--- src/logic/soc_pkg.sv ---
package soc_pkg;

	// ==================================================================
	// Bus widths
	// ==================================================================

	localparam int DATA_W = 32;
	localparam int ADDR_W = 32;
	localparam int LED_W = 10;

	// Byte address to word index
	localparam int WORD_LSB = 2;

	// On-chip RAM depth and index width
	localparam int RAM_WORDS = 1024;
	localparam int RAM_AW = $clog2(RAM_WORDS);

	// ==================================================================
	// Address map
	// ==================================================================

	localparam logic [ADDR_W-1:0] RAM_BASE = 32'h0001_0000;
	localparam logic [ADDR_W-1:0] RAM_LIMIT = 32'h0001_1000;

	localparam logic [ADDR_W-1:0] LED_BASE = 32'h5000_0000;
	localparam logic [ADDR_W-1:0] LED_LIMIT = 32'h5000_0010;

	// Everything from here up goes to the timer
	localparam logic [ADDR_W-1:0] TIMER_BASE = 32'h6000_0000;

	// ==================================================================
	// Types
	// ==================================================================

	typedef enum logic
	{
		OP_READ = 1'b0,
		OP_WRITE = 1'b1
	} bus_op_e;

	// Decoded target of the shared bus
	typedef enum logic [1:0]
	{
		SEL_RAM = 2'd0,
		SEL_LED = 2'd1,
		SEL_TIMER = 2'd2,
		SEL_NONE = 2'd3
	} slave_sel_e;

	// Port A is the instruction port, port B the data port
	typedef enum logic [1:0]
	{
		ARB_IDLE = 2'd0,
		ARB_PORT_A = 2'd1,
		ARB_PORT_B = 2'd2
	} arb_state_e;

endpackage

--- src/logic/soc_bus_if.sv ---
`timescale 1ns/1ps

interface soc_bus_if;

	logic request;
	soc_pkg::bus_op_e rw;
	logic [soc_pkg::ADDR_W-1:0] address;
	logic [soc_pkg::DATA_W-1:0] wdata;
	logic [soc_pkg::DATA_W-1:0] rdata;
	logic ready;

	// Request side
	modport master
	(
		output request,
		output rw,
		output address,
		output wdata,
		input rdata,
		input ready
	);

	// Responding side
	modport slave
	(
		input request,
		input rw,
		input address,
		input wdata,
		output rdata,
		output ready
	);

endinterface

--- src/logic/bus_access.sv ---
`timescale 1ns/1ps

module bus_access
(
	input logic clock,
	input logic i_rst_n,

	// Instruction port, read only
	input logic i_ia_request,
	input logic [soc_pkg::ADDR_W-1:0] i_ia_address,
	output logic o_ia_ready,
	output logic [soc_pkg::DATA_W-1:0] o_ia_rdata,

	// Data port
	input logic i_db_request,
	input soc_pkg::bus_op_e i_db_rw,
	input logic [soc_pkg::ADDR_W-1:0] i_db_address,
	input logic [soc_pkg::DATA_W-1:0] i_db_wdata,
	output logic o_db_ready,
	output logic [soc_pkg::DATA_W-1:0] o_db_rdata,

	soc_bus_if.master sys_bus
);

	soc_pkg::arb_state_e state;
	logic ia_waiting;
	logic grant_ia;
	logic grant_db;

	// Grant decision, data port first unless the instruction port lost last time
	always_comb
	begin
		grant_ia = 1'b0;
		grant_db = 1'b0;
		if (state == soc_pkg::ARB_IDLE)
		begin
			if (ia_waiting && i_ia_request)
				grant_ia = 1'b1;
			else if (i_db_request)
				grant_db = 1'b1;
			else if (i_ia_request)
				grant_ia = 1'b1;
		end
	end

	always_ff @(posedge clock or negedge i_rst_n)
	begin
		if (!i_rst_n)
		begin
			state <= soc_pkg::ARB_IDLE;
			sys_bus.request <= 1'b0;
			ia_waiting <= 1'b0;
		end
		else
		begin
			case (state)
				soc_pkg::ARB_IDLE:
				begin
					if (grant_db)
					begin
						state <= soc_pkg::ARB_PORT_B;
						sys_bus.request <= 1'b1;
						// Instruction port goes next if it was also asking
						ia_waiting <= i_ia_request;
					end
					else if (grant_ia)
					begin
						state <= soc_pkg::ARB_PORT_A;
						sys_bus.request <= 1'b1;
						ia_waiting <= 1'b0;
					end
				end
				soc_pkg::ARB_PORT_A, soc_pkg::ARB_PORT_B:
				begin
					if (sys_bus.ready)
					begin
						state <= soc_pkg::ARB_IDLE;
						sys_bus.request <= 1'b0;
					end
				end
				default:
				begin
					state <= soc_pkg::ARB_IDLE;
					sys_bus.request <= 1'b0;
				end
			endcase
		end
	end

	// Latch the granted port's transfer
	always_ff @(posedge clock)
	begin
		if (grant_db)
		begin
			sys_bus.rw <= i_db_rw;
			sys_bus.address <= i_db_address;
			sys_bus.wdata <= i_db_wdata;
		end
		else if (grant_ia)
		begin
			sys_bus.rw <= soc_pkg::OP_READ;
			sys_bus.address <= i_ia_address;
		end
	end

	assign o_ia_ready = (state == soc_pkg::ARB_PORT_A) && sys_bus.ready;
	assign o_ia_rdata = (state == soc_pkg::ARB_PORT_A) ? sys_bus.rdata : '0;
	assign o_db_ready = (state == soc_pkg::ARB_PORT_B) && sys_bus.ready;
	assign o_db_rdata = (state == soc_pkg::ARB_PORT_B) ? sys_bus.rdata : '0;

endmodule

--- src/flat_wrapper.sv ---
// flat-port wrapper written by rule: the top's interface ports become plain ports
module bus_access_flat 
  (clock, i_rst_n, i_ia_request, i_ia_address, o_ia_ready, o_ia_rdata, i_db_request, i_db_rw, i_db_address, i_db_wdata, o_db_ready, o_db_rdata, sys_bus_request, sys_bus_rw, sys_bus_address, sys_bus_wdata, sys_bus_rdata, sys_bus_ready);
  soc_bus_if sys_bus_i ();
  input logic clock;
  input logic i_rst_n;
  input logic i_ia_request;
  input logic [soc_pkg::ADDR_W-1:0] i_ia_address;
  output logic o_ia_ready;
  output logic [soc_pkg::DATA_W-1:0] o_ia_rdata;
  input logic i_db_request;
  input soc_pkg::bus_op_e i_db_rw;
  input logic [soc_pkg::ADDR_W-1:0] i_db_address;
  input logic [soc_pkg::DATA_W-1:0] i_db_wdata;
  output logic o_db_ready;
  output logic [soc_pkg::DATA_W-1:0] o_db_rdata;
  output wire logic [$bits(sys_bus_i.request)-1:0] sys_bus_request;
  output wire logic [$bits(sys_bus_i.rw)-1:0] sys_bus_rw;
  output wire logic [$bits(sys_bus_i.address)-1:0] sys_bus_address;
  output wire logic [$bits(sys_bus_i.wdata)-1:0] sys_bus_wdata;
  input wire logic [$bits(sys_bus_i.rdata)-1:0] sys_bus_rdata;
  input wire logic [$bits(sys_bus_i.ready)-1:0] sys_bus_ready;
  assign sys_bus_request = sys_bus_i.request;
  assign sys_bus_rw = sys_bus_i.rw;
  assign sys_bus_address = sys_bus_i.address;
  assign sys_bus_wdata = sys_bus_i.wdata;
  assign sys_bus_i.rdata = sys_bus_rdata;
  assign sys_bus_i.ready = sys_bus_ready;
  bus_access u_core (.clock(clock), .i_rst_n(i_rst_n), .i_ia_request(i_ia_request), .i_ia_address(i_ia_address), .o_ia_ready(o_ia_ready), .o_ia_rdata(o_ia_rdata), .i_db_request(i_db_request), .i_db_rw(i_db_rw), .i_db_address(i_db_address), .i_db_wdata(i_db_wdata), .o_db_ready(o_db_ready), .o_db_rdata(o_db_rdata), .sys_bus(sys_bus_i));
endmodule
--- config.mk ---
export PLATFORM = sky130hd
export DESIGN_NAME = bus_access_flat
export DESIGN_NICKNAME = d
export VERILOG_FILES = /design/src/logic/soc_pkg.sv /design/src/logic/soc_bus_if.sv /design/src/logic/bus_access.sv /design/src/flat_wrapper.sv
export SDC_FILE = /design/constraint.sdc
export NUM_CORES = 1
export LEC_CHECK = 0
export BUFFER_PORTS_ARGS = -buffer_cell sky130_fd_sc_hd__buf_2
export CAP_MARGIN = 20
export CORE_AREA = 2 2 102 104
export DETAILED_ROUTE_END_ITERATION = 10
export DIE_AREA = 0 0 104 106
export HOLD_SLACK_MARGIN = 0.05
export MAX_ROUTING_LAYER = met4
export PLACE_DENSITY = 0.71
export SYNTH_ARGS = -nofsm -noshare
export SYNTH_HDL_FRONTEND = slang
export SYNTH_SLANG_ARGS = --single-unit
--- constraint.sdc ---
create_clock -name clock -period 2.7 [get_ports clock]
set_input_delay 0.135 -clock clock [delete_from_list [all_inputs] [get_ports clock]]
set_output_delay 0.135 -clock clock [all_outputs]
set_load 0.05 [all_outputs]
Word-level counts from Yosys, hierarchy flattened

Cells that the tools add are included.

$mul: 0
Multiplexer cells: 22
Add/sub/neg operators: 0
Bitwise logic cells: 0
Divide/modulo/power cells: 0
Shift operators: 0
Reductions and logical operators: 8
Magnitude comparators: 0
Equal/unequal tests: 4

Operator list:

| cell                 | number |
|---|---|
| $mux W32             | 4 |
| $mux W1              | 13 |
| $mux W2              | 3 |
| $pmux W2 S2          | 1 |
| $reduce_and A2 Y1    | 2 |
| $logic_and A1 B1 Y1  | 3 |
| $ne A3 B1 Y1 const B | 1 |
| $eq A2 B1 Y1 const B | 1 |
| $eq A2 B2 Y1 const B | 1 |
| $logic_not A2 Y1     | 1 |
| $ne A2 B2 Y1 const B | 1 |
| $pmux W1 S2          | 1 |
| $reduce_bool A2 Y1   | 1 |
| $reduce_or A2 Y1     | 1 |

Flip-flop bits (word level): 69
Memory bits (read-only): 0
Logic and storage cells: 40
Memory bits (writable): 0
Memories: 0
Bits in latches: 0

Longest topological paths before layout

Gate-level depths: netlist of the first run.

Depth after elaboration: 7
Depth in mapped cells: 6
Mapped depth without buffers: 5

Least setup slack after synthesis of the first run

Ideal clock, no wire load.

Path type: register to register
From: register u_core.state[0]
To: register u_core.sys_bus.wdata[0], enable pin
Library setup time: 0.387 ns
Stages on the path, launching flop included: 7
Data required time: 2.313 ns
Path buffers: 2
Slack: 0.656 ns
Arrival time: 1.658 ns
Cells stage by stage: dfrtp_1 inv_1 ha_1 buf_4 nand3_4 buf_6 inv_1

Word-level cells in the longest chain between the ends: 2

Ends and longest elaborated chain:

| what                   | RTL line         | text |
|---|---|---|
| from (decl)            | bus_access.sv:25 | `soc_pkg::arb_state_e state;` |
| from (signal assigned) | bus_access.sv:50 | `state <= soc_pkg::ARB_IDLE;` |
| from (signal assigned) | bus_access.sv:61 | `state <= soc_pkg::ARB_PORT_B;` |
| from (signal assigned) | bus_access.sv:68 | `state <= soc_pkg::ARB_PORT_A;` |
| $logic_not A2 Y1       | bus_access.sv:35 | `if (state == soc_pkg::ARB_IDLE)` |
| $mux W1                | bus_access.sv:35 |  |
| to (signal assigned)   | bus_access.sv:97 | `sys_bus.wdata <= i_db_wdata;` |
| to (decl)              | soc_bus_if.sv:18 | `output wdata,` |

No other way between the ends.
A chain may end at the register's enable or synchronous reset.

Worst setup path in the final report of the first run

From: register u_core.state[0]
To: output o_db_rdata[0] (netlist name)

Word-level cells in the longest chain between the ends: 2

Ends and longest elaborated chain:

| what         | RTL line           | text |
|---|---|---|
| $eq A2 B2 Y1 | bus_access.sv:109  | `assign o_db_rdata = (state == soc_pkg::ARB_PORT_B) ? sys_bus.rdata : '0;` |
| $mux W32     | bus_access.sv:109  |  |
| to (decl)    | flat_wrapper.sv:16 | `output logic [soc_pkg::DATA_W-1:0] o_db_rdata;` |

No other way between the ends.

==> results by group, run 1 <==
Worst setup path
  • Critical path class: reg -> out
  • CP Data Required Time: between 2 and 3 ns
  • Critical Path Max Stage Delay: ~0.7 ns
  • Crit end category: output pin
  • CP Cell Sequence: inv_1 -> ha_1 -> and2_1 -> buf_2
  • Max stage delay cell, worst path: ha_1
  • CP max FO: 33
  • WP data arrival: 2.06 ns
  • Startpoint types: flop

Floorplan
  • Site row count: 37
  • DIE WIDTH: 104 um
  • Die height: around 110 um
  • Core area: around 10000 um2
  • Initial Util: approximately a third
  • Die Footprint: 11000 um2
  • Top Ports: 266

Synth
  • Post-synthesis register bit count: 69
  • Synth top area share: a little over 60%
  • Synth Cell Area: 3150 um2
  • Synthesized area per cell: about 16 um2
  • Post-synth net total: 339
  • Sequential cell area fraction in the yosys report: 65.1%
  • Synth Warn #: 0
  • Cell variety after synth: 21
  • Cell taking the most area after synthesis: edfxtp_1
  • Post-synthesis cell count: 202
  • Top post-synthesis cells by area: edfxtp_1, and2_1, mux2_4

Finish
  • Layout cell share with drive strength beyond 1: 62.5%
  • Layout area overhead: 64.7%
  • Fin nets: approximately 640
  • Final instance area: 5190 um2
  • Commonest cells after routing, fill and taps aside: buf_2, and2_1, edfxtp_1, dlygate4sd3_1, mux2_4
  • ANT cells: 0
  • Most common cell after layout, fill and taps aside: buf_2

STA
  • Fin crit share: 81.4%
  • Rel. slew slack: 44.6%
  • RSZ-0062 raised after global routing: false
  • Hold WS: 0.0831 ns
  • Slew Limit Fails: 0
  • Clock period minus worst slack: roughly 2.2 ns
  • Fmax achieved: 455 MHz
  • Final hold vios: 0
  • Worst slew pin tran: 0.831 ns
  • Setup ws final: 0.503 ns
  • Skew final: 0.00831 ns
  • Final Setup Violations: 0
  • Setup_tns: 0 ns

Route
  • Total wire length: 9720 um
  • Routed vias: approximately 2700
  • Pre-Repair DR Iteration Count: 6
  • WL/cell: 15.1 um
  • DRC: 0
  • Vias per inst: 4.20
  • Post-DRT Antenna Nets: 0
  • Drt initial violations: 131

Min path
  • Min-delay worst type: in -> reg

Placement
  • Dpl ws: about 0.86 ns
  • # port buffers: 265
  • HPWL after DPL: 7480 um
  • DP Area: between 4000 and 5000 um2
  • RD Place Congestion: approximately 0.81

Clocking
  • Sink Count: 69
  • Root Driver: clkbuf_8
  • CTS tree: built
  • H-tree levels: 3
  • Post-cts sizing count: 0
  • Clock-pin slew on the worst setup and hold paths: roughly 0.080 ns
  • Worst-skew pair later-pin latency: between 0.3 and 0.4 ns
  • CTS buffer count: 9
  • Clk buf depth: 2

GRT
  • Initial antenna violation count: 0
  • Largest net degree at the start of global routing: 34
  • Number of global-route vias before repair: roughly 2700
  • First-pass GRT wire length: 14500 um
  • GRT Overall Usage: 17.8%
  • Total grt overflow: 0

Outcome
  • Status: completed

Power and ir drop
  • VDD IR max: roughly 0.00072 V
  • Power Dens Cells: around 1200 nW/um2
  • Leak Pwr: 2.62 nW

Job
  • # Max-Cap Violations: 0
state kept, by name (all words and copies together), names as in the netlist:
register and flops:
u_core.state 2, u_core.sys_bus.wdata 32, u_core.sys_bus.address 32, u_core.sys_bus.request 1, u_core.ia_waiting 1, u_core.sys_bus.rw 1
cell families (layout without fill, tap and decap cells):
group | count (synthesis) | in the layout | share of synthesized area [%]
AO/OA/AOI/OAI | 7 | 7 | 1.55
adder cells (fa/ha/maj) | 3 | 3 | 1.19
multiplexers | 32 | 32 | 14.6
AND/OR/NAND/NOR | 74 | 74 | 14.6
buffers and inverters | 17 | 324 | 2.86
flip-flops | 69 | 69 | 65.1
stage by stage:
stage,cells,power (mW),util [%]
detailed placement,596,5.03,46.3
finish,645,5.99,51.9
global placement,596,4.98,46.3
global route,645,6.24,51.9
floorplan,202,4.27,-
CTS,645,6.04,51.9
worst max-delay path: cells and delay by family, from the launching register on:
kind	cells	cell delay, ns
adder cells (fa/ha/maj)	1	0.71
flip-flops	1	0.39
buffers and inverters	2	0.38
AND/OR/NAND/NOR	1	0.23
worst paths after layout:
| kind | startpoint | end | slack (ns) | cells after the start |
|---|---|---|---|---|
| max in group asynchronous | i_rst_n | u_core.ia_waiting | 2.47 | 2 |
| min reg2reg | u_core.sys_bus.request | u_core.sys_bus.request | 0.51 | 1 |
| max | u_core.state[0] | o_db_rdata[0] | 0.50 | 4 |
| max reg2reg | u_core.state[1] | u_core.sys_bus.address[11] | 0.86 | 5 |
| min in group asynchronous | i_rst_n | u_core.sys_bus.request | 0.12 | 2 |
| min | i_db_address[21] | u_core.sys_bus.address[21] | 0.08 | 2 |
cell type report:
class	count	area (um2)
Fill cell	891	4810
Sequential cell	69	2050
Timing Repair Buffer	301	1700
Multi-Input combinational cell	116	1010
Tap cell	136	170
Clock buffer	9	124
Clock inverter	7	105
Inverter	7	26.3
cells in the mapped netlist:
master    count
and2_1       66
edfxtp_1     65
mux2_4       27
inv_1         7
clkbuf_1      6
mux2_2        5
dfrtp_1       4
nor2_1        4
buf_6         3
ha_1          3
a21oi_1       2
a32o_1        1
buf_4         1
nand2_1       1
nand2_2       1
nand3_4       1
nor2b_1       1
o21ai_0       1
o22a_1        1
o22ai_1       1
o32ai_1       1
layer usage:
metal | GRT usage [%] | share of wire, % | vias to the layer above
met2 | 29.4 | 51 | 129
met4 | 6.56 | 2.1 | 0
met1 | 20.2 | 39 | 1251
met5 | - | 0 | -
li1 | - | - | 1314
met3 | 6.13 | 7.7 | 17
what timing repair did:
item | in CTS | in global routing
endpoints found under the hold margin | 36 | 0
hold buffers | 33 | 0
buffers inserted | 0 | 0
power by group:
part | switching (mW) | total (mW) | internal, mW
combinational | 2.50 | 3.32 | 0.822
sequential | 0.0956 | 1.71 | 1.61
clock | 0.427 | 0.963 | 0.536
Note: power is estimated with default switching activity, not from simulation.
==> run 2: changes to the inputs <==
- clock period: 2.7 -> 2.13 ns (I/O delays scaled with it)
==> run 2 against run 1 <==
Net effect: cell count increased by 2.0%; sequential share of layout area fell by 1.0 points; clock-buffer cell count stayed put; global-route usage is 0.11 points lower; routed wire length down 0.94%; die area stayed put; core utilization is 1.4 points higher; power is 27% higher; via count hardly changed; critical path depth rose by 1; setup slack lost 0.24 ns.
==> results by group, run 2 (synthesis gave the netlist of run 1 again) <==
Route
  • Drt initial violations: 155 (+18%)
  • Routed vias: 2712 (+0.037%)
  • Uppermost layer routed: met4
  • WL/cell: 14.6 um (-2.9%)
  • Met3 routed WL: 726 um (-2.4%)
  • Wire length on met1: 3820 um (+0.55%)
  • Pre-Repair DR Iteration Count: 4 (-2)
  • DRC: 0 (unchanged)
  • DR WL met2: 4800 um (-3.4%)
  • Total wire length: 9620 um (-0.94%)
  • Vias per inst: 4.12 (-1.9%)
  • Post-DRT Antenna Nets: 0 (unchanged)

Finish
  • Layout cell share with drive strength beyond 1: 61.5% (-0.98 points)
  • Commonest cells after routing, fill and taps aside: buf_2, and2_1, edfxtp_1, dlygate4sd3_1, mux2_4
  • Final non-filler cell total: 658 (+2.0%)
  • Filler cells: 882 (-1.0%)
  • Most common cell after layout, fill and taps aside: buf_2
  • Finished Core Util: 53.3% (+1.4 points)
  • ANT cells: 0 (unchanged)
  • Layout area overhead: 69.0%
  • Largest registers: u_core.sys_bus.address x32, u_core.sys_bus.wdata x32, u_core.state x2
  • Fin nets: 654 (+2.0%)

Worst setup path
  • Critical path buffers and inverters: 2 (unchanged)
  • R2r setup slk: 0.26 ns (-0.60 ns)
  • Critical path class: reg -> reg
  • Cell family with most CP delay: flip-flops
  • Critical Path Max Stage Delay: 0.39 ns (-0.32 ns)
  • Startpoint types: flop
  • Max stage delay cell, worst path: dfrtp_1
  • CP max FO: 28 (-15%)
  • CP Cell Sequence: inv_1 -> ha_1 -> nand3_4 -> buf_12 -> mux2_4
  • Crit end category: flop
  • CP Data Required Time: 2.21 ns (-0.36 ns)
  • WP data arrival: 1.95 ns (-0.11 ns)

STA
  • Fmax achieved: 535 MHz
  • Setup_tns: 0 ns (unchanged)
  • Final Setup Violations: 0 (unchanged)
  • RSZ-0062 raised after global routing: false
  • Final hold vios: 0 (unchanged)
  • Worst slew pin tran: 0.369 ns (-0.462 ns)
  • Clock period minus worst slack: 1.87 ns
  • Skew final: 0.00847 ns (+0.000160 ns)
  • Fin crit share: 87.7%
  • Slew Limit Fails: 0 (unchanged)
  • Rel. slew slack: 75.4% (+31 points)

Outcome
  • Status: completed

Clocking
  • Clk buf depth: 2 (unchanged)
  • Clock-pin slew on the worst setup and hold paths: 0.08 ns (about the same)
  • H-tree levels: 3 (unchanged)
  • CTS buffer count: 9 (unchanged)
  • Post-cts sizing count: 0 (unchanged)
  • CTS tree: built
  • Postcts setup bufs: 0 (unchanged)
  • Root Driver: clkbuf_8
  • Sink Count: 69 (unchanged)
  • Post-CTS Hold Fix Bufs: 41 (+24%)
  • Worst-skew pair later-pin latency: 0.33 ns (about the same)

Power and ir drop
  • Seq pwr share: 28.3% (-0.2 points)
  • Leak Pwr: 2.68 nW (+2.5%)
  • Internal power: 3.81 mW (+28%)
  • Psw: 3.81 mW (+26%)
  • Sw Ratio: 50.0% (-0.43 points)
  • Clk pwr share: 15.8% (-0.3 points)
  • Comb pwr share: 55.9% (+0.5 points)
  • Power Dens Cells: 1430 nW/um2 (+24%)
  • VDD IR max: 0.000741 V (+2.4%)

Floorplan
  • Die height: 106 um (unchanged)
  • Site row count: 37 (unchanged)
  • Core area: 10000 um2 (unchanged)
  • Top Ports: 266 (unchanged)
  • Die Footprint: 11000 um2 (unchanged)
  • Initial Util: 31.5% (unchanged)
  • DIE WIDTH: 104 um (unchanged)

GRT
  • Total grt overflow: 0 (unchanged)
  • First-pass GRT wire length: 14500 um (about the same)
  • Initial antenna violation count: 0 (unchanged)
  • Largest net degree at the start of global routing: 34 (unchanged)
  • Number of global-route vias before repair: 2691 (-1.3%)
  • GRT Overall Usage: 17.7% (-0.11 points)

Min path
  • Min-delay worst type: in -> reg

Placement
  • Cells after DPL: 599 (+0.50%)
  • # port buffers: 265 (unchanged)
  • RD Place Congestion: 0.829 (+2.7%)
  • HPWL after DPL: 7390 um (-1.1%)

Job
  • # Max-Cap Violations: 0 (unchanged)
==> run 2: through the flow <==
stage,worst slack (ns),hold WS [ns],power (mW),instance area (um2)
6_report,0.262,0.0679,7.62,5330
5_1_grt,0.144,0.0512,7.94,5330
4_1_cts,0.254,0.0507,7.69,5310
3_5_place_dp,0.257,-0.0870,6.42,4670
3_3_place_gp,0.358,-0.0836,6.36,4670
2_1_floorplan,0.0856,-0.189,5.42,3150
==> run 2: final cells by class <==
type	count	area [um2]	area share [%]
clock inverters	7	106	2.00
clock buffers	9	124	2.33
flip-flops and latches	69	2050	38.5
well taps	136	170	3.19
inverters	7	26.3	0.493
multi-input cells	116	1010	19.0
repair buffers	314	1840	34.5
==> run 2: power groups by stage <==
stage	clock [mW]	combinational, mW	sequential, mW
detailed placement	0	4.23	2.19
floorplan	0	1.85	3.56
global placement	0	4.18	2.18
global route	1.29	4.46	2.19
finish	1.20	4.26	2.16
CTS	1.24	4.29	2.16
==> run 2: worst paths after layout <==
| check | start | end | cells past startpoint |
|---|---|---|---|
| max | u_core.state[0] | u_core.sys_bus.address[11] | 5 |
| min | i_ia_address[29] | u_core.sys_bus.address[29] | 2 |
| max reg2reg | u_core.state[0] | u_core.sys_bus.address[11] | 5 |
| min reg2reg | u_core.sys_bus.request | u_core.sys_bus.request | 1 |
| max in group asynchronous | i_rst_n | u_core.ia_waiting | 2 |
| min in group asynchronous | i_rst_n | u_core.sys_bus.request | 2 |
==> run 2: metal layers <==
| metal | vias up | track usage (%) |
|---|---|---|
| li1 | 1343 | - |
| met1 | 1222 | 20.8 |
| met2 | 131 | 28.4 |
| met3 | 16 | 4.60 |
| met4 | 0 | 8.69 |
| met5 | - | - |
==> run 3: changes to the inputs <==
- clock period: 2.13 -> 1.87 ns (I/O delays scaled with it)
==> run 3 against run 2 <==
Net effect: largest power group unchanged; die area unchanged; cell count increased by 7.3%; flip-flop and latch count did not move; setup slack got worse by 0.13 ns; global-route usage is 2.0 points higher; register-to-register slack got worse by 0.12 ns; clock-buffer cell count unchanged; critical path depth is the same; first-iteration DRC count decreased by 21%; clock power increased by 17%.
==> results by group, run 3 (synthesis gave the netlist of run 1 again) <==
Min path
  • Hold Path Depth: 2 (unchanged)
  • Hold_sp: i_ia_address[27]
  • Hold EP: u_core.sys_bus.address[27]
  • Min-delay worst type: in -> reg

Floorplan
  • Site row count: 37 (unchanged)
  • Initial Util: 31.5% (unchanged)
  • Core area: 10000 um2 (unchanged)
  • DIE WIDTH: 104 um (unchanged)
  • Die height: 106 um (unchanged)
  • Top Ports: 266 (unchanged)
  • Die Footprint: 11000 um2 (unchanged)

Worst setup path
  • Max stage delay cell, worst path: dfrtp_1
  • Critical path depth: 5 (unchanged)
  • Critical Path Max Stage Delay: 0.39 ns (about the same)
  • Worst reg2reg path depth: 6 (+1)
  • CP Data Required Time: 1.78 ns (-0.43 ns)
  • Crit end category: output pin
  • CP Cell Sequence: inv_1 -> ha_1 -> buf_4 -> and2_1 -> clkbuf_4
  • Startpoint types: flop
  • Critical path buffers and inverters: 3 (+1)
  • CP max FO: 33 (+18%)
  • Reg-to-reg critical path startpoint: u_core.state[1]
  • WP data arrival: 1.65 ns (-0.30 ns)
  • Worst r2r dst: u_core.sys_bus.wdata[29]
  • Critical path class: reg -> out
  • Cell family with most CP delay: buffers and inverters
  • R2r setup slk: 0.14 ns (-0.12 ns)

Route
  • Pre-Repair DR Iteration Count: 4 (unchanged)
  • Post-DRT Antenna Nets: 0 (unchanged)
  • Vias per inst: 4.22 (+2.4%)
  • WL/cell: 15.3 um (+4.6%)
  • Total wire length: 10800 um (+12%)
  • Routed vias: 2981 (+9.9%)
  • Drt initial violations: 123 (-21%)
  • DRC: 0 (unchanged)

Placement
  • Dpl ws: 0.157 ns (-0.100 ns)
  • HPWL after DPL: 7590 um (+2.7%)
  • # port buffers: 265 (unchanged)
  • RD Place Congestion: 0.833 (+0.49%)
  • DP Area: 4680 um2 (+0.32%)
  • Cells after DPL: 600 (+0.17%)

GRT
  • First-pass GRT wire length: 16200 um (+11%)
  • Initial antenna violation count: 3 (+3)
  • Largest net degree at the start of global routing: 34 (unchanged)
  • Total grt overflow: 0 (unchanged)
  • Number of global-route vias before repair: 3022 (+12%)
  • GRT Overall Usage: 19.7% (+2.0 points)

STA
  • Slew Limit Fails: 0 (unchanged)
  • Setup ws final: 0.127 ns (-0.135 ns)
  • Final Setup Violations: 0 (unchanged)
  • Rel. slew slack: 71.8% (-3.5 points)
  • Fmax achieved: between 500 and 600 MHz
  • Setup_tns: 0 ns (unchanged)
  • Skew final: 0.0107 ns (+0.00227 ns)
  • Fin crit share: 93.2%
  • Final hold vios: 0 (unchanged)
  • Worst slew pin tran: 0.418 ns (+0.0489 ns)
  • Clock period minus worst slack: around 1.7 ns
  • RSZ-0062 raised after global routing: false

Clocking
  • CTS buffer count: 9 (unchanged)
  • Clk buf depth: 2 (unchanged)
  • Sink Count: 69 (unchanged)
  • Root Driver: clkbuf_8
  • CTS tree: built
  • Clock-pin slew on the worst setup and hold paths: 0.08 ns (about the same)
  • Worst-skew pair later-pin latency: 0.34 ns (about the same)
  • H-tree levels: 3 (unchanged)

Power and ir drop
  • VDD IR max: 0.000905 V (+22%)
  • Power Dens Cells: 1520 nW/um2 (+6.3%)
  • Leak Pwr: 2.84 nW (+6.1%)

Job
  • # Max-Cap Violations: 0 (unchanged)

Finish
  • Most common cell after layout, fill and taps aside: buf_2
  • Commonest cells after routing, fill and taps aside: buf_2, dlygate4sd3_1, and2_1, edfxtp_1, mux2_4
  • Layout area overhead: 84.0%
  • Layout cell share with drive strength beyond 1: 57.2% (-4.3 points)
  • Filler cells: 834 (-5.4%)
  • Final instance area: 5800 um2 (+8.9%)
  • Finished Core Util: 58.0% (+4.7 points)
  • Largest registers: u_core.sys_bus.address x32, u_core.sys_bus.wdata x32, u_core.state x2
  • Fin nets: 698 (+6.7%)
  • Final non-filler cell total: 706 (+7.3%)

Outcome
  • Status: completed
[run 3: changes by cell type in the layout (fill, tap and decap cells not counted), sizes merged]
cell | before | now
diode | 0 | 4
inv | 10 | 9
dlygate4sd3 | 43 | 86
clkinv | 2 | 0
clkinvlp | 0 | 3
clkbuf | 9 | 15
buf | 271 | 266
[run 3: worst max path at each step]
stage                              endpoint  slack, ns             from
floorplan           u_core.sys_bus.wdata[0]       0.02  u_core.state[0]
global placement    u_core.sys_bus.wdata[1]       0.20  u_core.state[0]
detailed placement  u_core.sys_bus.wdata[8]       0.16  u_core.state[1]
CTS                          o_db_rdata[16]       0.05  u_core.state[0]
global route        u_core.sys_bus.wdata[4]      0.002  u_core.state[0]
finish                       o_ia_rdata[26]       0.13  u_core.state[1]
[run 3: cell type report]
cell class | count | area [um2] | area share (%)
diodes | 4 | 10.0 | 0.173
flip-flops and latches | 69 | 2050 | 35.4
clock inverters | 7 | 105 | 1.81
clock buffers | 9 | 124 | 2.14
well taps | 136 | 170 | 2.93
repair buffers | 358 | 2300 | 39.6
inverters | 7 | 33.8 | 0.582
multi-input cells | 116 | 1010 | 17.4
[run 3: timing repair]
| action | CTS | global route |
|---|---|---|
| hold buffers | 86 | 0 |
| endpoints found under the setup margin | 0 | 28 |
| setup buffers | 0 | 0 |
| gates resized for setup | 0 | 7 |
| hold endpoints to repair | 63 | 0 |
[run 3: layer usage]
| metal | part of all wire [%] | global-route usage (%) | vias to the layer above |
|---|---|---|---|
| li1 | - | - | 1433 |
| met1 | 37 | 21.1 | 1398 |
| met5 | 0 | - | - |
| met3 | 7.5 | 6.44 | 19 |
| met4 | 1.9 | 7.92 | 0 |
| met2 | 53 | 33.9 | 131 |
[run 3: where the power goes]
| group | total, mW | internal, mW | switching (mW) |
|---|---|---|---|
| Sequential | 2.46 | 2.32 | 0.134 |
| Combinational | 4.96 | 1.33 | 3.63 |
| Clock | 1.40 | 0.774 | 0.629 |
| Total | 8.82 | 4.43 | 4.40 |
[run 3: per-stage QoR]
stage	total power, mW	hold WS, ns
3_5_place_dp	7.29	-0.0915
5_1_grt	9.19	0.0548
2_1_floorplan	6.18	-0.202
3_3_place_gp	7.24	-0.0987
4_1_cts	8.86	0.0519
6_report	8.82	0.0621
