## src/logic/soc_pkg.sv

```systemverilog
package soc_pkg;

	// ==================================================================
	// Bus widths
	// ==================================================================

	localparam int DATA_W = 32;
	localparam int ADDR_W = 32;
	localparam int LED_W = 10;

	// Byte address to word index
	localparam int WORD_LSB = 2;

	// On-chip RAM depth and index width
	localparam int RAM_WORDS = 1024;
	localparam int RAM_AW = $clog2(RAM_WORDS);

	// ==================================================================
	// Address map
	// ==================================================================

	localparam logic [ADDR_W-1:0] RAM_BASE = 32'h0001_0000;
	localparam logic [ADDR_W-1:0] RAM_LIMIT = 32'h0001_1000;

	localparam logic [ADDR_W-1:0] LED_BASE = 32'h5000_0000;
	localparam logic [ADDR_W-1:0] LED_LIMIT = 32'h5000_0010;

	// Everything from here up goes to the timer
	localparam logic [ADDR_W-1:0] TIMER_BASE = 32'h6000_0000;

	// ==================================================================
	// Types
	// ==================================================================

	typedef enum logic
	{
		OP_READ = 1'b0,
		OP_WRITE = 1'b1
	} bus_op_e;

	// Decoded target of the shared bus
	typedef enum logic [1:0]
	{
		SEL_RAM = 2'd0,
		SEL_LED = 2'd1,
		SEL_TIMER = 2'd2,
		SEL_NONE = 2'd3
	} slave_sel_e;

	// Port A is the instruction port, port B the data port
	typedef enum logic [1:0]
	{
		ARB_IDLE = 2'd0,
		ARB_PORT_A = 2'd1,
		ARB_PORT_B = 2'd2
	} arb_state_e;

endpackage

```

## src/logic/soc_bus_if.sv

```systemverilog
`timescale 1ns/1ps

interface soc_bus_if;

	logic request;
	soc_pkg::bus_op_e rw;
	logic [soc_pkg::ADDR_W-1:0] address;
	logic [soc_pkg::DATA_W-1:0] wdata;
	logic [soc_pkg::DATA_W-1:0] rdata;
	logic ready;

	// Request side
	modport master
	(
		output request,
		output rw,
		output address,
		output wdata,
		input rdata,
		input ready
	);

	// Responding side
	modport slave
	(
		input request,
		input rw,
		input address,
		input wdata,
		output rdata,
		output ready
	);

endinterface

```

## src/logic/cycle_timer.sv

```systemverilog
`timescale 1ns/1ps

module cycle_timer
(
	input logic clock,
	input logic i_rst_n,
	soc_bus_if.slave reg_bus
);

	localparam int COUNT_W = 2 * soc_pkg::DATA_W;

	logic [COUNT_W-1:0] count;
	logic access;
	logic high_word;

	assign access = reg_bus.request && !reg_bus.ready;

	// Word 1 holds the upper half
	assign high_word = reg_bus.address[soc_pkg::WORD_LSB];

	// Free running cycle count
	always_ff @(posedge clock or negedge i_rst_n)
	begin
		if (!i_rst_n)
			count <= '0;
		else
			count <= count + 1'b1;
	end

	always_ff @(posedge clock or negedge i_rst_n)
	begin
		if (!i_rst_n)
			reg_bus.ready <= 1'b0;
		else
			reg_bus.ready <= access;
	end

	// Sampled together with ready, writes just get acknowledged
	always_ff @(posedge clock)
	begin
		if (access)
		begin
			if (high_word)
				reg_bus.rdata <= count[COUNT_W-1:soc_pkg::DATA_W];
			else
				reg_bus.rdata <= count[soc_pkg::DATA_W-1:0];
		end
	end

endmodule

```

## src/flat_wrapper.sv

```systemverilog
// flat-port wrapper written by rule: the top's interface ports become plain ports
module cycle_timer_flat 
  (clock, i_rst_n, reg_bus_request, reg_bus_rw, reg_bus_address, reg_bus_wdata, reg_bus_rdata, reg_bus_ready);
  soc_bus_if reg_bus_i ();
  input logic clock;
  input logic i_rst_n;
  input wire logic [$bits(reg_bus_i.request)-1:0] reg_bus_request;
  input wire logic [$bits(reg_bus_i.rw)-1:0] reg_bus_rw;
  input wire logic [$bits(reg_bus_i.address)-1:0] reg_bus_address;
  input wire logic [$bits(reg_bus_i.wdata)-1:0] reg_bus_wdata;
  output wire logic [$bits(reg_bus_i.rdata)-1:0] reg_bus_rdata;
  output wire logic [$bits(reg_bus_i.ready)-1:0] reg_bus_ready;
  assign reg_bus_i.request = reg_bus_request;
  assign reg_bus_i.rw = reg_bus_rw;
  assign reg_bus_i.address = reg_bus_address;
  assign reg_bus_i.wdata = reg_bus_wdata;
  assign reg_bus_rdata = reg_bus_i.rdata;
  assign reg_bus_ready = reg_bus_i.ready;
  cycle_timer u_core (.clock(clock), .i_rst_n(i_rst_n), .reg_bus(reg_bus_i));
endmodule
```

## config.mk

```make
export PLATFORM = sky130hd
export DESIGN_NAME = cycle_timer_flat
export DESIGN_NICKNAME = d
export VERILOG_FILES = /design/src/logic/soc_pkg.sv /design/src/logic/soc_bus_if.sv /design/src/logic/cycle_timer.sv /design/src/flat_wrapper.sv
export SDC_FILE = /design/constraint.sdc
export NUM_CORES = 1
export LEC_CHECK = 0
export ABC_AREA = 1
export BUFFER_PORTS_ARGS = -buffer_cell sky130_fd_sc_hd__buf_2
export CAP_MARGIN = 10
export CORE_MARGIN = 8
export CORE_UTILIZATION = 50
export CTS_BUF_LIST = sky130_fd_sc_hd__clkbuf_8
export DETAILED_ROUTE_END_ITERATION = 10
export PLACE_DENSITY = 0.85
export SLEW_MARGIN = 0
export SYNTH_ARGS = -nofsm -noshare
export SYNTH_HDL_FRONTEND = slang
export SYNTH_SLANG_ARGS = --single-unit
```

## constraint.sdc

```tcl
create_clock -name clock -period 6.65 [get_ports clock]
set_clock_uncertainty 0.2 [all_clocks]
set_input_delay 1.33 -clock clock [delete_from_list [all_inputs] [get_ports clock]]
set_output_delay 1.33 -clock clock [all_outputs]
set_load 0.02 [all_outputs]
```

Word level (Yosys, flattened, before mapping)
Index checks and enable logic that the tools add are counted.
- register bits after elaboration: 97
- input port bits: 68
- output and inout port bits: 33
- word-level logic and storage cells: 7
- $add $sub $neg: 1
- muxes and demuxes: 1
- reduce and logical (&&, ||, !) cells: 2
- operators with widths (kind ; count):
    64-bit by 1-bit adder with 64-bit output, second input constant ; 1
    32-bit 2-to-1 mux ; 1
    1-bit logical AND ; 1
    1-bit zero test ; 1

Logic depth before layout (Yosys ltp)
Gate-level depths: netlist of run 1.
- depth in word-level cells: 2
- depth in mapped cells: 9
- depth with buffers taken out: 9

Worst setup path before layout of run 1
OpenSTA, ideal clock, no wires.
- path type: input to register
- from: in reg_bus_request
- to: reg u_core.reg_bus.rdata[0] (enable)
- library setup time: 0.423 ns
- data arrival time: 2.744 ns
- data required time: 6.027 ns
- setup slack: 3.283 ns
- stages on the path: 2
- path buffers: 0
- path through: inv_1 > nor2_1
- longest elaborated chain between the ends: 1
- RTL lines (item ; RTL line ; text):
    start: declaration ; flat_wrapper.sv:7 ; input wire logic [$bits(reg_bus_i.request)-1:0] reg_bus_request;
    1-bit logical AND ; cycle_timer.sv:16 ; assign access = reg_bus.request && !reg_bus.ready;
    via u_core.access ; cycle_timer.sv:13 ; logic access;
    end signal: assignment ; cycle_timer.sv:44 ; reg_bus.rdata <= count[COUNT_W-1:soc_pkg::DATA_W];
    end signal: assignment ; cycle_timer.sv:46 ; reg_bus.rdata <= count[soc_pkg::DATA_W-1:0];
    end: declaration ; soc_bus_if.sv:30 ; output rdata,
The timed path passes the listed nets, and every way through them passes these cells.
A chain may end at the register's enable or synchronous reset.

Worst setup path in the final report of run 1
- from: in reg_bus_address[2]
- to: reg u_core.reg_bus.rdata[30] (data pin)
- longest elaborated chain between the ends: 1
- RTL lines (item ; RTL line ; text):
    start: declaration ; flat_wrapper.sv:9 ; input wire logic [$bits(reg_bus_i.address)-1:0] reg_bus_address;
    32-bit 2-to-1 mux ; cycle_timer.sv:43 ; if (high_word)
No other way between the ends.

==> impl_summary.log, run 1 <==
INFO  metric run_status = finished, final reports clean
INFO  metric worstHoldStart = u_core.count[0]
INFO  metric drt.antenna.violating_nets = 0
INFO  metric syn_inst = 643
INFO  metric synth_top_cell_area_share = 32.0%
INFO  metric port-buffer-count = 36
INFO  metric power_report.internal_total = 0.808 mW
INFO  metric first_global_vias = 4,192
INFO  metric drc = 0
INFO  metric switching_power = 0.243 mW
INFO  metric cts.path.max_buffers = 2
INFO  metric worstSetupStartpoint = reg_bus_address[2]
INFO  metric min_period_over_period = 38.2%
INFO  metric synth_largest_area_cell = sky130_fd_sc_hd__dfrtp_1
INFO  metric synth_edf_count = 32
INFO  metric grt_first_pass_wirelength = 21,300 µm
INFO  metric synth_common_cells = sky130_fd_sc_hd__nand2_1, sky130_fd_sc_hd__nor2_1, sky130_fd_sc_hd__dfrtp_1
INFO  metric drv_cap = 0
INFO  metric filler_cell_count = 977
INFO  metric combPwrFrac = 4.5%
INFO  metric worstRegToRegCells = 7
INFO  metric totalNegativeSetupSlack = 0 ns
INFO  metric post-synth-top-count-cell = sky130_fd_sc_hd__nand2_1
INFO  metric detail_route.wl_per_cell = 15.8 µm
INFO  metric drt_first_iter_violations = 295
INFO  metric cts_sinks = 97
INFO  metric die_h = 117 µm
INFO  metric yosysSeqAreaShare = 50.9%
INFO  metric die_w = 117 µm
INFO  metric route.detailed.vias_per_inst = 5.12
INFO  metric fin_area = 5610 µm²
INFO  metric rsz_0062_raised_after_global_routing = no
INFO  metric yosys.cell_types.count = 22
INFO  metric timing_max_transition_violations_final = 0
INFO  metric wirelength = 13,100 µm
INFO  metric critical_path.max_fanout = 64
INFO  metric place_hpwl = 10,100 µm
INFO  metric hold_end = u_core.count[0]
INFO  metric area_of_the_core = 10,100 µm²
INFO  metric hold_viol_final = 0
INFO  metric count_of_instances_resized_after_the_clock_tree_is_built = 0
INFO  metric clk_root_buffer_cell = sky130_fd_sc_hd__clkbuf_8
INFO  metric timing.final.ws_setup = 4.11 ns
INFO  metric synth.area.top_cells = sky130_fd_sc_hd__dfrtp_1, sky130_fd_sc_hd__edfxtp_1, sky130_fd_sc_hd__nand2_1, sky130_fd_sc_hd__nor2_1, sky130_fd_sc_hd__xor2_1
INFO  metric buf_inv_stages_crit_path = 1
INFO  metric setup.reg_to_reg.worst_slack = 4.70 ns
INFO  metric setup_violations = 0
INFO  metric setup.worst_path.class = primary input to flip-flop
INFO  metric static-leakage-power = 2.29 nW
INFO  metric syn_area = 5080 µm²
INFO  metric overflow = 0
INFO  metric worst_hold_depth = 1
INFO  metric power.density = 187 nW/µm²
INFO  metric max_ir_drop_vdd = 0.107 mV
INFO  metric postSynthRegisterBits = 97
INFO  metric timing.fmax = 394 MHz
INFO  metric dpl_cell_area = 5420 µm²
INFO  metric grtUsageTotal = 20.8%
INFO  metric finalCriticalPeriod = 2.54 ns
INFO  metric capturing_point_of_the_worst_reg2reg_path = u_core.count[58]
INFO  metric cp_slowest_cell = sky130_fd_sc_hd__buf_2
INFO  metric clock_power_share = 35.6%
INFO  metric start_util = 50.4%
INFO  metric post_route_cells_drive_above_1_share = 11.9%
INFO  metric arrival = 2.41 ns
INFO  metric worstSkewPairLatency = 0.37 ns
INFO  metric hold_class = flip-flop to flip-flop
INFO  metric gp_routability_congestion = 0.990
INFO  metric timing.rr.start = u_core.count[40]
INFO  metric finish.net_count = 753
INFO  metric critical_path.cell_chain = buf_2 -> o21ai_0
INFO  metric cpPeakStageDelay = 0.79 ns
INFO  metric clkTransAtPathRegs = 0.09 ns
INFO  metric cp-end-kind = flip-flop
INFO  metric transition_time_of_the_tightest_slew_check_pin = 1.06 ns
INFO  metric route.vias.total = 4,225
INFO  metric async_flop_share = 67.0%
INFO  metric floorplan.rows = 37
INFO  metric postSynthNetCount = 712
INFO  metric grt_max_degree = 66
INFO  metric sequential_share_of_power = 60.0%
INFO  metric post-cts-setup-buffer-count = 0
INFO  metric switching_share = 23.1%
INFO  metric worst-endpoint-required = 6.52 ns
INFO  metric hold_buffers = 0
INFO  metric antenna_found_initial = 0
INFO  metric die_footprint = 13,700 µm²
INFO  metric drtPass1Iterations = 5
INFO  metric synthFlopType = sky130_fd_sc_hd__dfrtp_1
INFO  metric area_delta_synth_final = 10.3%
INFO  metric tritoncts = built
INFO  metric clock_tree.htree_level_count = 3
INFO  metric num_ports = 101
INFO  metric post-place-ws = 3.71 ns
INFO  metric insertedDiodeCount = 0
INFO  metric cts-buffers-inserted = 9
INFO  metric worstSetupStartpointType = primary input
INFO  metric worst_slew_margin_rel = 29.5%
INFO  metric synth.yosys.warnings = 0
INFO  metric worst_path_dominant_cell_family = buffers and inverters
INFO  metric mean_instance_size_in_the_synthesized_netlist = 7.91 µm²
-- state kept, by name, indices dropped and copies added, names as in the netlist --
signal / flops
u_core.reg_bus.rdata: 32
u_core.count: 64
u_core.reg_bus.ready: 1
-- routing by layer --
layer / up-vias / part of all wire, % / wire length [µm] / GRT usage (%)
met5: - / 0 / 0 / 0
met4: 0 / 3.0 / 391 / 9.39
met3: 28 / 5.5 / 713 / 3.90
met2: 113 / 47 / 6110 / 33.9
met1: 2003 / 45 / 5860 / 26.4
li1: 2081 / - / - / -
-- per-stage QoR --
| step | power [mW] | util (%) | hold WS, ns | instances |
|---|---|---|---|---|
| after CTS | 1.06 | 55.6 | 0.299 | 825 |
| final | 1.05 | 55.6 | 0.306 | 825 |
| after global placement | 0.690 | 53.7 | 0.267 | 809 |
| after floorplan | 0.668 | - | 0.255 | 643 |
| after detailed placement | 0.691 | 53.7 | 0.287 | 809 |
| after global routing | 1.09 | 55.6 | 0.337 | 825 |
-- layout by cell type, fill, tap and decap left out, drive strengths merged, types with 2 or more instances in the layout --
master / instances
xnor2: 2
edfxtp: 32
nand2: 226
a21oi: 13
nand3b: 2
inv: 64
clkinv: 3
nand4: 10
xor2: 30
buf: 37
dfrtp: 65
clkbuf: 9
o21ai: 39
nand3: 13
nor2: 141
-- area by class of cell --
cell class	count	area, µm²	area share (%)
Clock buffer	9	124	2.21
Clock inverter	7	61.3	1.09
Inverter	62	233	4.15
Multi-Input combinational cell	477	2250	40.0
Sequential cell	97	2590	46.1
Tap cell	136	170	3.03
Timing Repair Buffer	37	188	3.35
-- power groups by stage --
stage | clock (mW) | combinational, mW | sequential [mW]
final | 0.373 | 0.0468 | 0.630
after floorplan | 0 | 0.0116 | 0.657
after global routing | 0.404 | 0.0515 | 0.631
after CTS | 0.379 | 0.0485 | 0.630
after detailed placement | 0 | 0.0483 | 0.643
after global placement | 0 | 0.0475 | 0.642
-- worst max-delay path by stage --
stage / end / slack, ns / cells after the start
2_1_floorplan: u_core.reg_bus.rdata[0] / 3.28 / 2
3_3_place_gp: u_core.reg_bus.rdata[30] / 3.77 / 2
3_5_place_dp: u_core.reg_bus.rdata[30] / 3.71 / 2
4_1_cts: u_core.reg_bus.rdata[30] / 4.10 / 2
5_1_grt: u_core.reg_bus.rdata[30] / 3.99 / 2
6_report: u_core.reg_bus.rdata[30] / 4.11 / 2
-- logic make-up (layout without fill, tap and decap cells) --
logic type               after synthesis  count (layout)  synth area share, %
buffers and inverters                 69             115                 5.09
AO/OA/AOI/OAI                         52              52                 5.12
AND/OR/NAND/NOR                      392             392                 33.1
flip-flops                            97              97                 50.9
adder cells (fa/ha/maj)                1               1                0.246
XOR/XNOR                              32              32                 5.51
Power figures use the tool's default switching activity.
==> run 2, diff against run 1 <==
--- a/config.mk
+++ b/config.mk
@@ -5,14 +5,14 @@
 export SDC_FILE = /design/constraint.sdc
 export NUM_CORES = 1
 export LEC_CHECK = 0
-export ABC_AREA = 1
+export ABC_AREA = 0
 export BUFFER_PORTS_ARGS = -buffer_cell sky130_fd_sc_hd__buf_2
 export CAP_MARGIN = 10
 export CORE_MARGIN = 8
 export CORE_UTILIZATION = 50
 export CTS_BUF_LIST = sky130_fd_sc_hd__clkbuf_8
 export DETAILED_ROUTE_END_ITERATION = 10
-export PLACE_DENSITY = 0.85
+export PLACE_DENSITY = 0.89
 export SLEW_MARGIN = 0
 export SYNTH_ARGS = -nofsm -noshare
 export SYNTH_HDL_FRONTEND = slang
==> constraint.sdc (replaced) <==
create_clock -name clock -period 2.3 [get_ports clock]
set_clock_uncertainty 0.2 [all_clocks]
set_input_delay 0.46 -clock clock [delete_from_list [all_inputs] [get_ports clock]]
set_output_delay 0.46 -clock clock [all_outputs]
set_load 0.02 [all_outputs]
==> run 2 against run 1 <==
Against the previous run: clock power rose to 3.1 times the previous value; worst setup slack got worse by 3.9 ns; cell area shrank 11%; highest routed layer unchanged.
==> impl_summary.log, run 2 <==
INFO  metric run_status = finished, final reports clean (unchanged)
INFO  metric multiInputGateArea = 1700 µm² (was 2250 µm²)
INFO  metric insertedDiodeCount = 0 (unchanged)
INFO  metric tritoncts = built (unchanged)
INFO  metric clock_tree.htree_level_count = 3 (unchanged)
INFO  metric synth_edf_count = 32 (unchanged)
INFO  metric critical_path.max_fanout = 5 (was 64)
INFO  metric layout.cells.non_filler = 515 (was 825)
INFO  metric min_period_over_period = 92.8%
INFO  metric async_flop_share = 67.0% (unchanged)
INFO  metric postSynthNetCount = 411 (was 712)
INFO  metric synth_largest_area_cell = sky130_fd_sc_hd__dfrtp_1 (unchanged)
INFO  metric drtPass1Iterations = 4 (was 5)
INFO  metric flip_flop_count_of_the_largest_register_after_layout = 64 (unchanged)
INFO  metric yosys.cell_types.count = 29 (was 22)
INFO  metric floorplan.rows = 34 (was 37)
INFO  metric route.detailed.vias_per_inst = 5.65 (was 5.12)
INFO  metric totalNegativeSetupSlack = 0 ns (unchanged)
INFO  metric utilization_after_layout = 58.2% (was 55.6%)
INFO  metric timing.rr.start = u_core.count[0] (was u_core.count[40])
INFO  metric grt_first_pass_wirelength = 14,900 µm (was 21,300 µm)
INFO  metric clk_root_buffer_cell = sky130_fd_sc_hd__clkbuf_8 (unchanged)
INFO  metric capturing_point_of_the_worst_reg2reg_path = u_core.count[24] (was u_core.count[58])
INFO  metric post-place-ws = 0.103 ns (was 3.71 ns)
INFO  metric worstSetupStartpoint = u_core.count[0] (was reg_bus_address[2])
INFO  metric die_h = 109 µm (was 117 µm)
INFO  metric setup.worst_path.class = flip-flop to flip-flop (was primary input to flip-flop)
INFO  metric hold_viol_final = 0 (unchanged)
INFO  metric clkTransAtPathRegs = 0.10 ns (was 0.09 ns)
INFO  metric overflow = 0 (unchanged)
INFO  metric seq_area = 2590 µm² (unchanged)
INFO  metric holdWs = 0.301 ns (was 0.306 ns)
INFO  metric syn_area = 4320 µm² (was 5080 µm²)
INFO  metric max_ir_drop_vdd = 0.308 mV (was 0.107 mV)
INFO  metric synth.area.top_cells = sky130_fd_sc_hd__dfrtp_1, sky130_fd_sc_hd__edfxtp_1, sky130_fd_sc_hd__mux2_2, sky130_fd_sc_hd__xor2_1, sky130_fd_sc_hd__xnor2_1 (was sky130_fd_sc_hd__dfrtp_1, sky130_fd_sc_hd__edfxtp_1, sky130_fd_sc_hd__nand2_1, sky130_fd_sc_hd__nor2_1, sky130_fd_sc_hd__xor2_1)
INFO  metric setup_violations = 0 (unchanged)
INFO  metric postSynthRegisterBits = 97 (unchanged)
INFO  metric gp_routability_congestion = 0.880 (was 0.990)
INFO  metric synth_common_cells = sky130_fd_sc_hd__dfrtp_1, sky130_fd_sc_hd__xor2_1, sky130_fd_sc_hd__edfxtp_1 (was sky130_fd_sc_hd__nand2_1, sky130_fd_sc_hd__nor2_1, sky130_fd_sc_hd__dfrtp_1)
INFO  metric post_route_cells_drive_above_1_share = 27.3% (was 11.9%)
INFO  metric die_footprint = 11,900 µm² (was 13,700 µm²)
INFO  metric worstSkewPairLatency = 0.38 ns (was 0.37 ns)
INFO  metric drc = 0 (unchanged)
INFO  metric final_common_cell = sky130_fd_sc_hd__dfrtp_1 (was sky130_fd_sc_hd__nand2_1)
INFO  metric detail_route.wl_per_cell = 17.7 µm (was 15.8 µm)
INFO  metric synth_top_cell_area_share = 37.7% (was 32.0%)
INFO  metric setup.worst_path.end = u_core.count[24] (was u_core.reg_bus.rdata[30])
INFO  metric syn_inst = 342 (was 643)
INFO  metric wirelength = 9120 µm (was 13,100 µm)
INFO  metric timing.final.ws_setup = 0.166 ns (was 4.11 ns)
INFO  metric grt_max_degree = 66 (unchanged)
INFO  metric regMostFlops = u_core.count (unchanged)
INFO  metric start_util = 50.5% (was 50.4%)
INFO  metric fin_area = 4980 µm² (was 5610 µm²)
INFO  metric setup.reg_to_reg.worst_slack = 0.17 ns (was 4.70 ns)
INFO  metric die_w = 109 µm (was 117 µm)
INFO  metric timing_max_transition_violations_final = 0 (unchanged)
INFO  metric worstRegToRegCells = 6 (was 7)
INFO  metric num_ports = 101 (unchanged)
INFO  metric first_global_vias = 3,057 (was 4,192)
INFO  metric finish.net_count = 471 (was 753)
INFO  metric yosysSeqAreaShare = 60.0% (was 50.9%)
INFO  metric grtUsageTotal = 16.4% (was 20.8%)
INFO  metric filler_cell_count = 689 (was 977)
INFO  metric synthFlopType = sky130_fd_sc_hd__dfrtp_1 (unchanged)
INFO  metric area_of_the_core = 8550 µm² (was 10,100 µm²)
INFO  metric finalCriticalPeriod = 2.13 ns
INFO  metric cp-end-kind = flip-flop (unchanged)
INFO  metric cts.path.max_buffers = 2 (unchanged)
INFO  metric arrival = 2.21 ns (was 2.41 ns)
INFO  metric worst-endpoint-required = 2.37 ns (was 6.52 ns)
INFO  metric post-synth-top-count-cell = sky130_fd_sc_hd__dfrtp_1 (was sky130_fd_sc_hd__nand2_1)
INFO  metric drt_first_iter_violations = 222 (was 295)
INFO  metric route.vias.total = 2,908 (was 4,225)
INFO  metric place_hpwl = 6400 µm (was 10,100 µm)
INFO  metric numPlacedInstances = 497 (was 809)
INFO  metric cts-buffers-inserted = 9 (unchanged)
INFO  metric layout_common_cells = sky130_fd_sc_hd__dfrtp_1, sky130_fd_sc_hd__buf_2, sky130_fd_sc_hd__xor2_1 (was sky130_fd_sc_hd__nand2_1, sky130_fd_sc_hd__nor2_1, sky130_fd_sc_hd__dfrtp_1)
INFO  metric transition_time_of_the_tightest_slew_check_pin = 0.498 ns (was 1.06 ns)
INFO  metric worst_slew_margin_rel = 66.6% (was 29.5%)
INFO  metric static-leakage-power = 2.30 nW (was 2.29 nW)
INFO  metric worstSetupStartpointType = flip-flop (was primary input)
INFO  metric power.density = 621 nW/µm² (was 187 nW/µm²)
INFO  metric drt.antenna.violating_nets = 0 (unchanged)
INFO  metric drv_cap = 0 (unchanged)
INFO  metric area_delta_synth_final = 15.4% (was 10.3%)
INFO  metric largestRegisters = u_core.count: 64 flops, u_core.reg_bus.rdata: 32 flops, u_core.reg_bus.ready: 1 flops (unchanged)
INFO  metric port-buffer-count = 36 (unchanged)
INFO  metric hold_class = flip-flop to flip-flop (unchanged)
INFO  metric rsz_0062_raised_after_global_routing = no (unchanged)
INFO  metric synth.yosys.warnings = 0 (unchanged)
INFO  metric dpl_cell_area = 4750 µm² (was 5420 µm²)
INFO  metric cts_sinks = 97 (unchanged)
INFO  metric timing.fmax = 469 MHz
INFO  metric power.total = 3.09 mW (was 1.05 mW)
INFO  metric mean_instance_size_in_the_synthesized_netlist = 12.6 µm² (was 7.91 µm²)
INFO  metric antenna_found_initial = 0 (unchanged)
run 2: cells by family after synthesis:
group / Yosys count / synth area share [%]
buffers and inverters: 8 / 0.870
AO/OA/AOI/OAI: 1 / 0.116
multiplexers: 31 / 8.09
flip-flops: 97 / 60.0
AND/OR/NAND/NOR: 142 / 18.1
XOR/XNOR: 62 / 12.6
adder cells (fa/ha/maj): 1 / 0.290
run 2: routing by layer:
layer / vias to the layer above / wire [µm] / global-route usage (%)
met2: 79 / 4450 / 25.8
li1: 1339 / - / -
met1: 1475 / 3990 / 20.8
met5: - / 0 / 0
met3: 15 / 479 / 3.78
met4: 0 / 194 / 8.21
run 2: worst min path at each step:
stage	slack [ns]	endpoint	cells past startpoint	from
after floorplan	-0.04	u_core.count[0]	0	i_rst_n
after global placement	0.28	u_core.count[1]	1	u_core.count[1]
after detailed placement	0.28	u_core.count[38]	1	u_core.count[38]
after CTS	0.30	u_core.count[63]	1	u_core.count[63]
after global routing	0.31	u_core.count[38]	1	u_core.count[38]
final	0.30	u_core.count[63]	1	u_core.count[63]
run 2: worst max-delay path: stages (launching register included):
cell and delay, ns:
sky130_fd_sc_hd__dfrtp_1 0.37, sky130_fd_sc_hd__ha_1 0.20, sky130_fd_sc_hd__nand3_1 0.20, sky130_fd_sc_hd__or3_4 0.44
sky130_fd_sc_hd__nor4_4 0.39, sky130_fd_sc_hd__nand3_2 0.11, sky130_fd_sc_hd__xnor2_1 0.13
run 2: area by class of cell:
| cell class | count | area share, % |
|---|---|---|
| sequential | 97 | 52.0 |
| multi-input combinational | 237 | 34.1 |
| timing repair buffer | 54 | 6.89 |
| clock buffer | 10 | 2.76 |
| tap | 108 | 2.71 |
| clock inverter | 6 | 1.33 |
| inverter | 3 | 0.226 |
run 2: timing repair:
| action | in CTS | in global routing |
|---|---|---|
| hold buffers | 1 | 0 |
| buffers inserted | 0 | 1 |
| hold endpoints to repair | 65 | 0 |
| resized for setup | 0 | 1 |
| endpoints found under the setup margin | 0 | 2 |
run 2: where the power goes:
group          total, mW  leakage (nW)  internal [mW]  switching (mW)
clock network       1.14        0.0949          0.534           0.611
logic              0.130         0.997         0.0378          0.0925
registers           1.81          1.21           1.81         0.00604
total               3.09          2.30           2.38           0.709
==> run 3, diff against run 2 <==
--- a/config.mk
+++ b/config.mk
@@ -12,7 +12,7 @@
 export CORE_UTILIZATION = 50
 export CTS_BUF_LIST = sky130_fd_sc_hd__clkbuf_8
 export DETAILED_ROUTE_END_ITERATION = 10
-export PLACE_DENSITY = 0.89
+export PLACE_DENSITY = 0.8
 export SLEW_MARGIN = 0
 export SYNTH_ARGS = -nofsm -noshare
 export SYNTH_HDL_FRONTEND = slang
==> run 3 against run 2 <==
Against the previous run: sequential share of layout area decreased by 1.1 points; fmax decreased by 1.0%; hold slack got worse by 0.034 ns; register-to-register slack got worse by 0.02 ns.
==> impl_summary.log, run 3 (same netlist as run 2, synthesis figures left out) <==
INFO  metric run_status = finished, final reports clean (unchanged)
INFO  metric timing.final.ws_setup = 0.143 ns (was 0.166 ns)
INFO  metric transition_time_of_the_tightest_slew_check_pin = 0.477 ns (was 0.498 ns)
INFO  metric clock_power_share = 41.7% (was 37.1%)
INFO  metric max_ir_drop_vdd = 0.356 mV (was 0.308 mV)
INFO  metric overflow = 0 (unchanged)
INFO  metric cts_sinks = 97 (unchanged)
INFO  metric clk_root_buffer_cell = sky130_fd_sc_hd__clkbuf_8 (unchanged)
INFO  metric capturing_point_of_the_worst_reg2reg_path = u_core.count[22] (was u_core.count[24])
INFO  metric layout.cells.non_filler = 521 (was 515)
INFO  metric num_ports = 101 (unchanged)
INFO  metric detail_route.wl_per_cell = 16.6 µm (was 17.7 µm)
INFO  metric timing.fmax = 464 MHz (was 469 MHz)
INFO  metric floorplan.rows = 34 (unchanged)
INFO  metric layout_common_cells = sky130_fd_sc_hd__dfrtp_1, sky130_fd_sc_hd__buf_2, sky130_fd_sc_hd__xor2_1 (unchanged)
INFO  metric cts.path.max_buffers = 2 (unchanged)
INFO  metric finalCriticalPeriod = 2.16 ns (was 2.13 ns)
INFO  metric place_hpwl = 5950 µm (was 6400 µm)
INFO  metric route.vias.total = 2,805 (was 2,908)
INFO  metric worst_hold_depth = 1 (unchanged)
INFO  metric hold_end = u_core.count[63] (unchanged)
INFO  metric worstRegToRegCells = 6 (unchanged)
INFO  metric setup.worst_path.class = flip-flop to flip-flop (unchanged)
INFO  metric timing_max_transition_violations_final = 0 (unchanged)
INFO  metric finish.net_count = 477 (was 471)
INFO  metric worstSetupStartpointType = flip-flop (unchanged)
INFO  metric sequential_share_of_power = 54.4% (was 58.7%)
INFO  metric timing.rr.start = u_core.count[0] (unchanged)
INFO  metric worstHoldStart = u_core.count[63] (unchanged)
INFO  metric setup_violations = 0 (unchanged)
INFO  metric grtUsageTotal = 16.1% (was 16.4%)
INFO  metric rsz_0062_raised_after_global_routing = no (unchanged)
INFO  metric seq_area = 2590 µm² (unchanged)
INFO  metric numPlacedInstances = 504 (was 497)
INFO  metric area_of_the_core = 8550 µm² (unchanged)
INFO  metric route.detailed.vias_per_inst = 5.38 (was 5.65)
INFO  metric multiInputGateArea = 1700 µm² (about the same)
INFO  metric largestRegisters = u_core.count: 64 flops, u_core.reg_bus.rdata: 32 flops, u_core.reg_bus.ready: 1 flops (unchanged)
INFO  metric flip_flop_count_of_the_largest_register_after_layout = 64 (unchanged)
INFO  metric post-place-ws = 0.145 ns (was 0.103 ns)
INFO  metric antenna_found_initial = 0 (unchanged)
INFO  metric worstSkewPairLatency = 0.36 ns (was 0.38 ns)
INFO  metric clkTransAtPathRegs = 0.09 ns (was 0.10 ns)
INFO  metric switching_power = 0.666 mW (was 0.709 mW)
INFO  metric drc = 0 (unchanged)
INFO  metric cp-end-kind = flip-flop (unchanged)
INFO  metric start_util = 50.5% (unchanged)
INFO  metric post-cts-setup-buffer-count = 0 (unchanged)
INFO  metric hold_viol_final = 0 (unchanged)
INFO  metric switching_share = 20.0% (was 23.0%)
INFO  metric combPwrFrac = 3.9% (was 4.2%)
INFO  metric first_global_vias = 2,853 (was 3,057)
INFO  metric holdWs = 0.267 ns (was 0.301 ns)
INFO  metric die_w = 109 µm (unchanged)
INFO  metric drt_first_iter_violations = 162 (was 222)
INFO  metric worst_slew_margin_rel = 68.2% (was 66.6%)
INFO  metric power_report.internal_total = 2.67 mW (was 2.38 mW)
INFO  metric totalNegativeSetupSlack = 0 ns (unchanged)
INFO  metric hold_class = flip-flop to flip-flop (unchanged)
INFO  metric static-leakage-power = 2.39 nW (was 2.30 nW)
INFO  metric regMostFlops = u_core.count (unchanged)
INFO  metric routed.top_layer = met4 (unchanged)
INFO  metric die_footprint = 11,900 µm² (unchanged)
INFO  metric port-buffer-count = 36 (unchanged)
INFO  metric drv_cap = 0 (unchanged)
INFO  metric wirelength = 8660 µm (was 9120 µm)
INFO  metric met3WireLength = 368 µm (was 479 µm)
INFO  metric setup.reg_to_reg.worst_slack = 0.14 ns (was 0.17 ns)
INFO  metric power.density = 656 nW/µm² (was 621 nW/µm²)
INFO  metric die_h = 109 µm (unchanged)
INFO  metric arrival = 2.25 ns (was 2.21 ns)
INFO  metric min_period_over_period = 93.8% (was 92.8%)
INFO  metric filler_cell_count = 669 (was 689)
INFO  metric grt_first_pass_wirelength = 14,700 µm (was 14,900 µm)
INFO  metric worst-endpoint-required = 2.40 ns (was 2.37 ns)
INFO  metric drtPass1Iterations = 4 (unchanged)
INFO  metric insertedDiodeCount = 0 (unchanged)
INFO  metric clock_tree.htree_level_count = 3 (unchanged)
INFO  metric gp_routability_congestion = 0.839 (was 0.880)
INFO  metric final_common_cell = sky130_fd_sc_hd__dfrtp_1 (unchanged)
INFO  metric met2_wirelength_from_detailed_routing = 4010 µm (was 4450 µm)
INFO  metric post_route_cells_drive_above_1_share = 27.8% (was 27.3%)
INFO  metric power.total = 3.34 mW (was 3.09 mW)
INFO  metric drt.antenna.violating_nets = 0 (unchanged)
INFO  metric cts-buffers-inserted = 9 (unchanged)
INFO  metric grt_max_degree = 47 (was 66)
INFO  metric m1WireLength = 4120 µm (was 3990 µm)
INFO  metric area_delta_synth_final = 17.8% (was 15.4%)
INFO  metric tritoncts = built (unchanged)
INFO  metric critical_path.max_fanout = 5 (unchanged)
## run 3: cell count changes in the layout (fill, tap and decap cells not counted), sizes merged
| cell | previous run | this run |
|---|---|---|
| clkinv | 1 | 2 |
| bufinv | 1 | 4 |
| clkbuf | 10 | 9 |
| clkinvlp | 3 | 0 |
| buf | 53 | 59 |
## run 3: layout make-up
| type | instances | share of cell area [%] |
|---|---|---|
| timing repair buffer | 60 | 7.63 |
| sequential | 97 | 50.9 |
| clock buffer | 9 | 2.44 |
| multi-input combinational | 237 | 33.5 |
| tap | 108 | 2.66 |
| inverter | 3 | 0.222 |
| clock inverter | 7 | 2.63 |
## run 3: how the worst max path moves through the flow
stage	start	to	slack [ns]	cells past startpoint
after floorplan	u_core.count[0]	u_core.count[24]	0.26	7
after global placement	u_core.count[9]	u_core.count[43]	0.16	6
after detailed placement	u_core.count[0]	u_core.count[22]	0.15	6
after CTS	u_core.count[0]	u_core.count[22]	0.12	6
after global routing	u_core.count[0]	u_core.count[22]	0.02	6
final	u_core.count[0]	u_core.count[22]	0.14	6
## run 3: power by group through the flow
stage / sequential, mW / combinational [mW] / clock (mW)
detailed placement: 1.85 / 0.135 / 0
global placement: 1.85 / 0.132 / 0
CTS: 1.81 / 0.136 / 1.43
global route: 1.82 / 0.144 / 1.49
floorplan: 1.89 / 0.0302 / 0
finish: 1.81 / 0.130 / 1.39
## run 3: metal layers
layer,vias up,track usage [%]
li1,1361,-
met1,1362,22.4
met2,68,24.1
met5,-,0
met4,0,7.62
met3,14,2.48
## run 3: stage by stage
stage / utilization [%] / instance area (µm²)
after CTS: 59.4 / 5080
after global routing: 59.5 / 5080
after detailed placement: 56.2 / 4810
after floorplan: - / 4320
after global placement: 56.2 / 4810
final: 59.5 / 5080
## run 3: repair_timing
action	4_1_cts	5_1_grt
resized for setup	0	1
hold buffers	1	0
endpoints found under the setup margin	0	1
endpoints found under the hold margin	19	0
## run 3: critical path, stage by stage (launching register included)
cell and delay, ns:
sky130_fd_sc_hd__dfrtp_1 0.36, sky130_fd_sc_hd__ha_1 0.18, sky130_fd_sc_hd__nand3_1 0.20, sky130_fd_sc_hd__or3_1 0.49, sky130_fd_sc_hd__nor4_4 0.36, sky130_fd_sc_hd__buf_4 0.17, sky130_fd_sc_hd__xor2_1 0.13
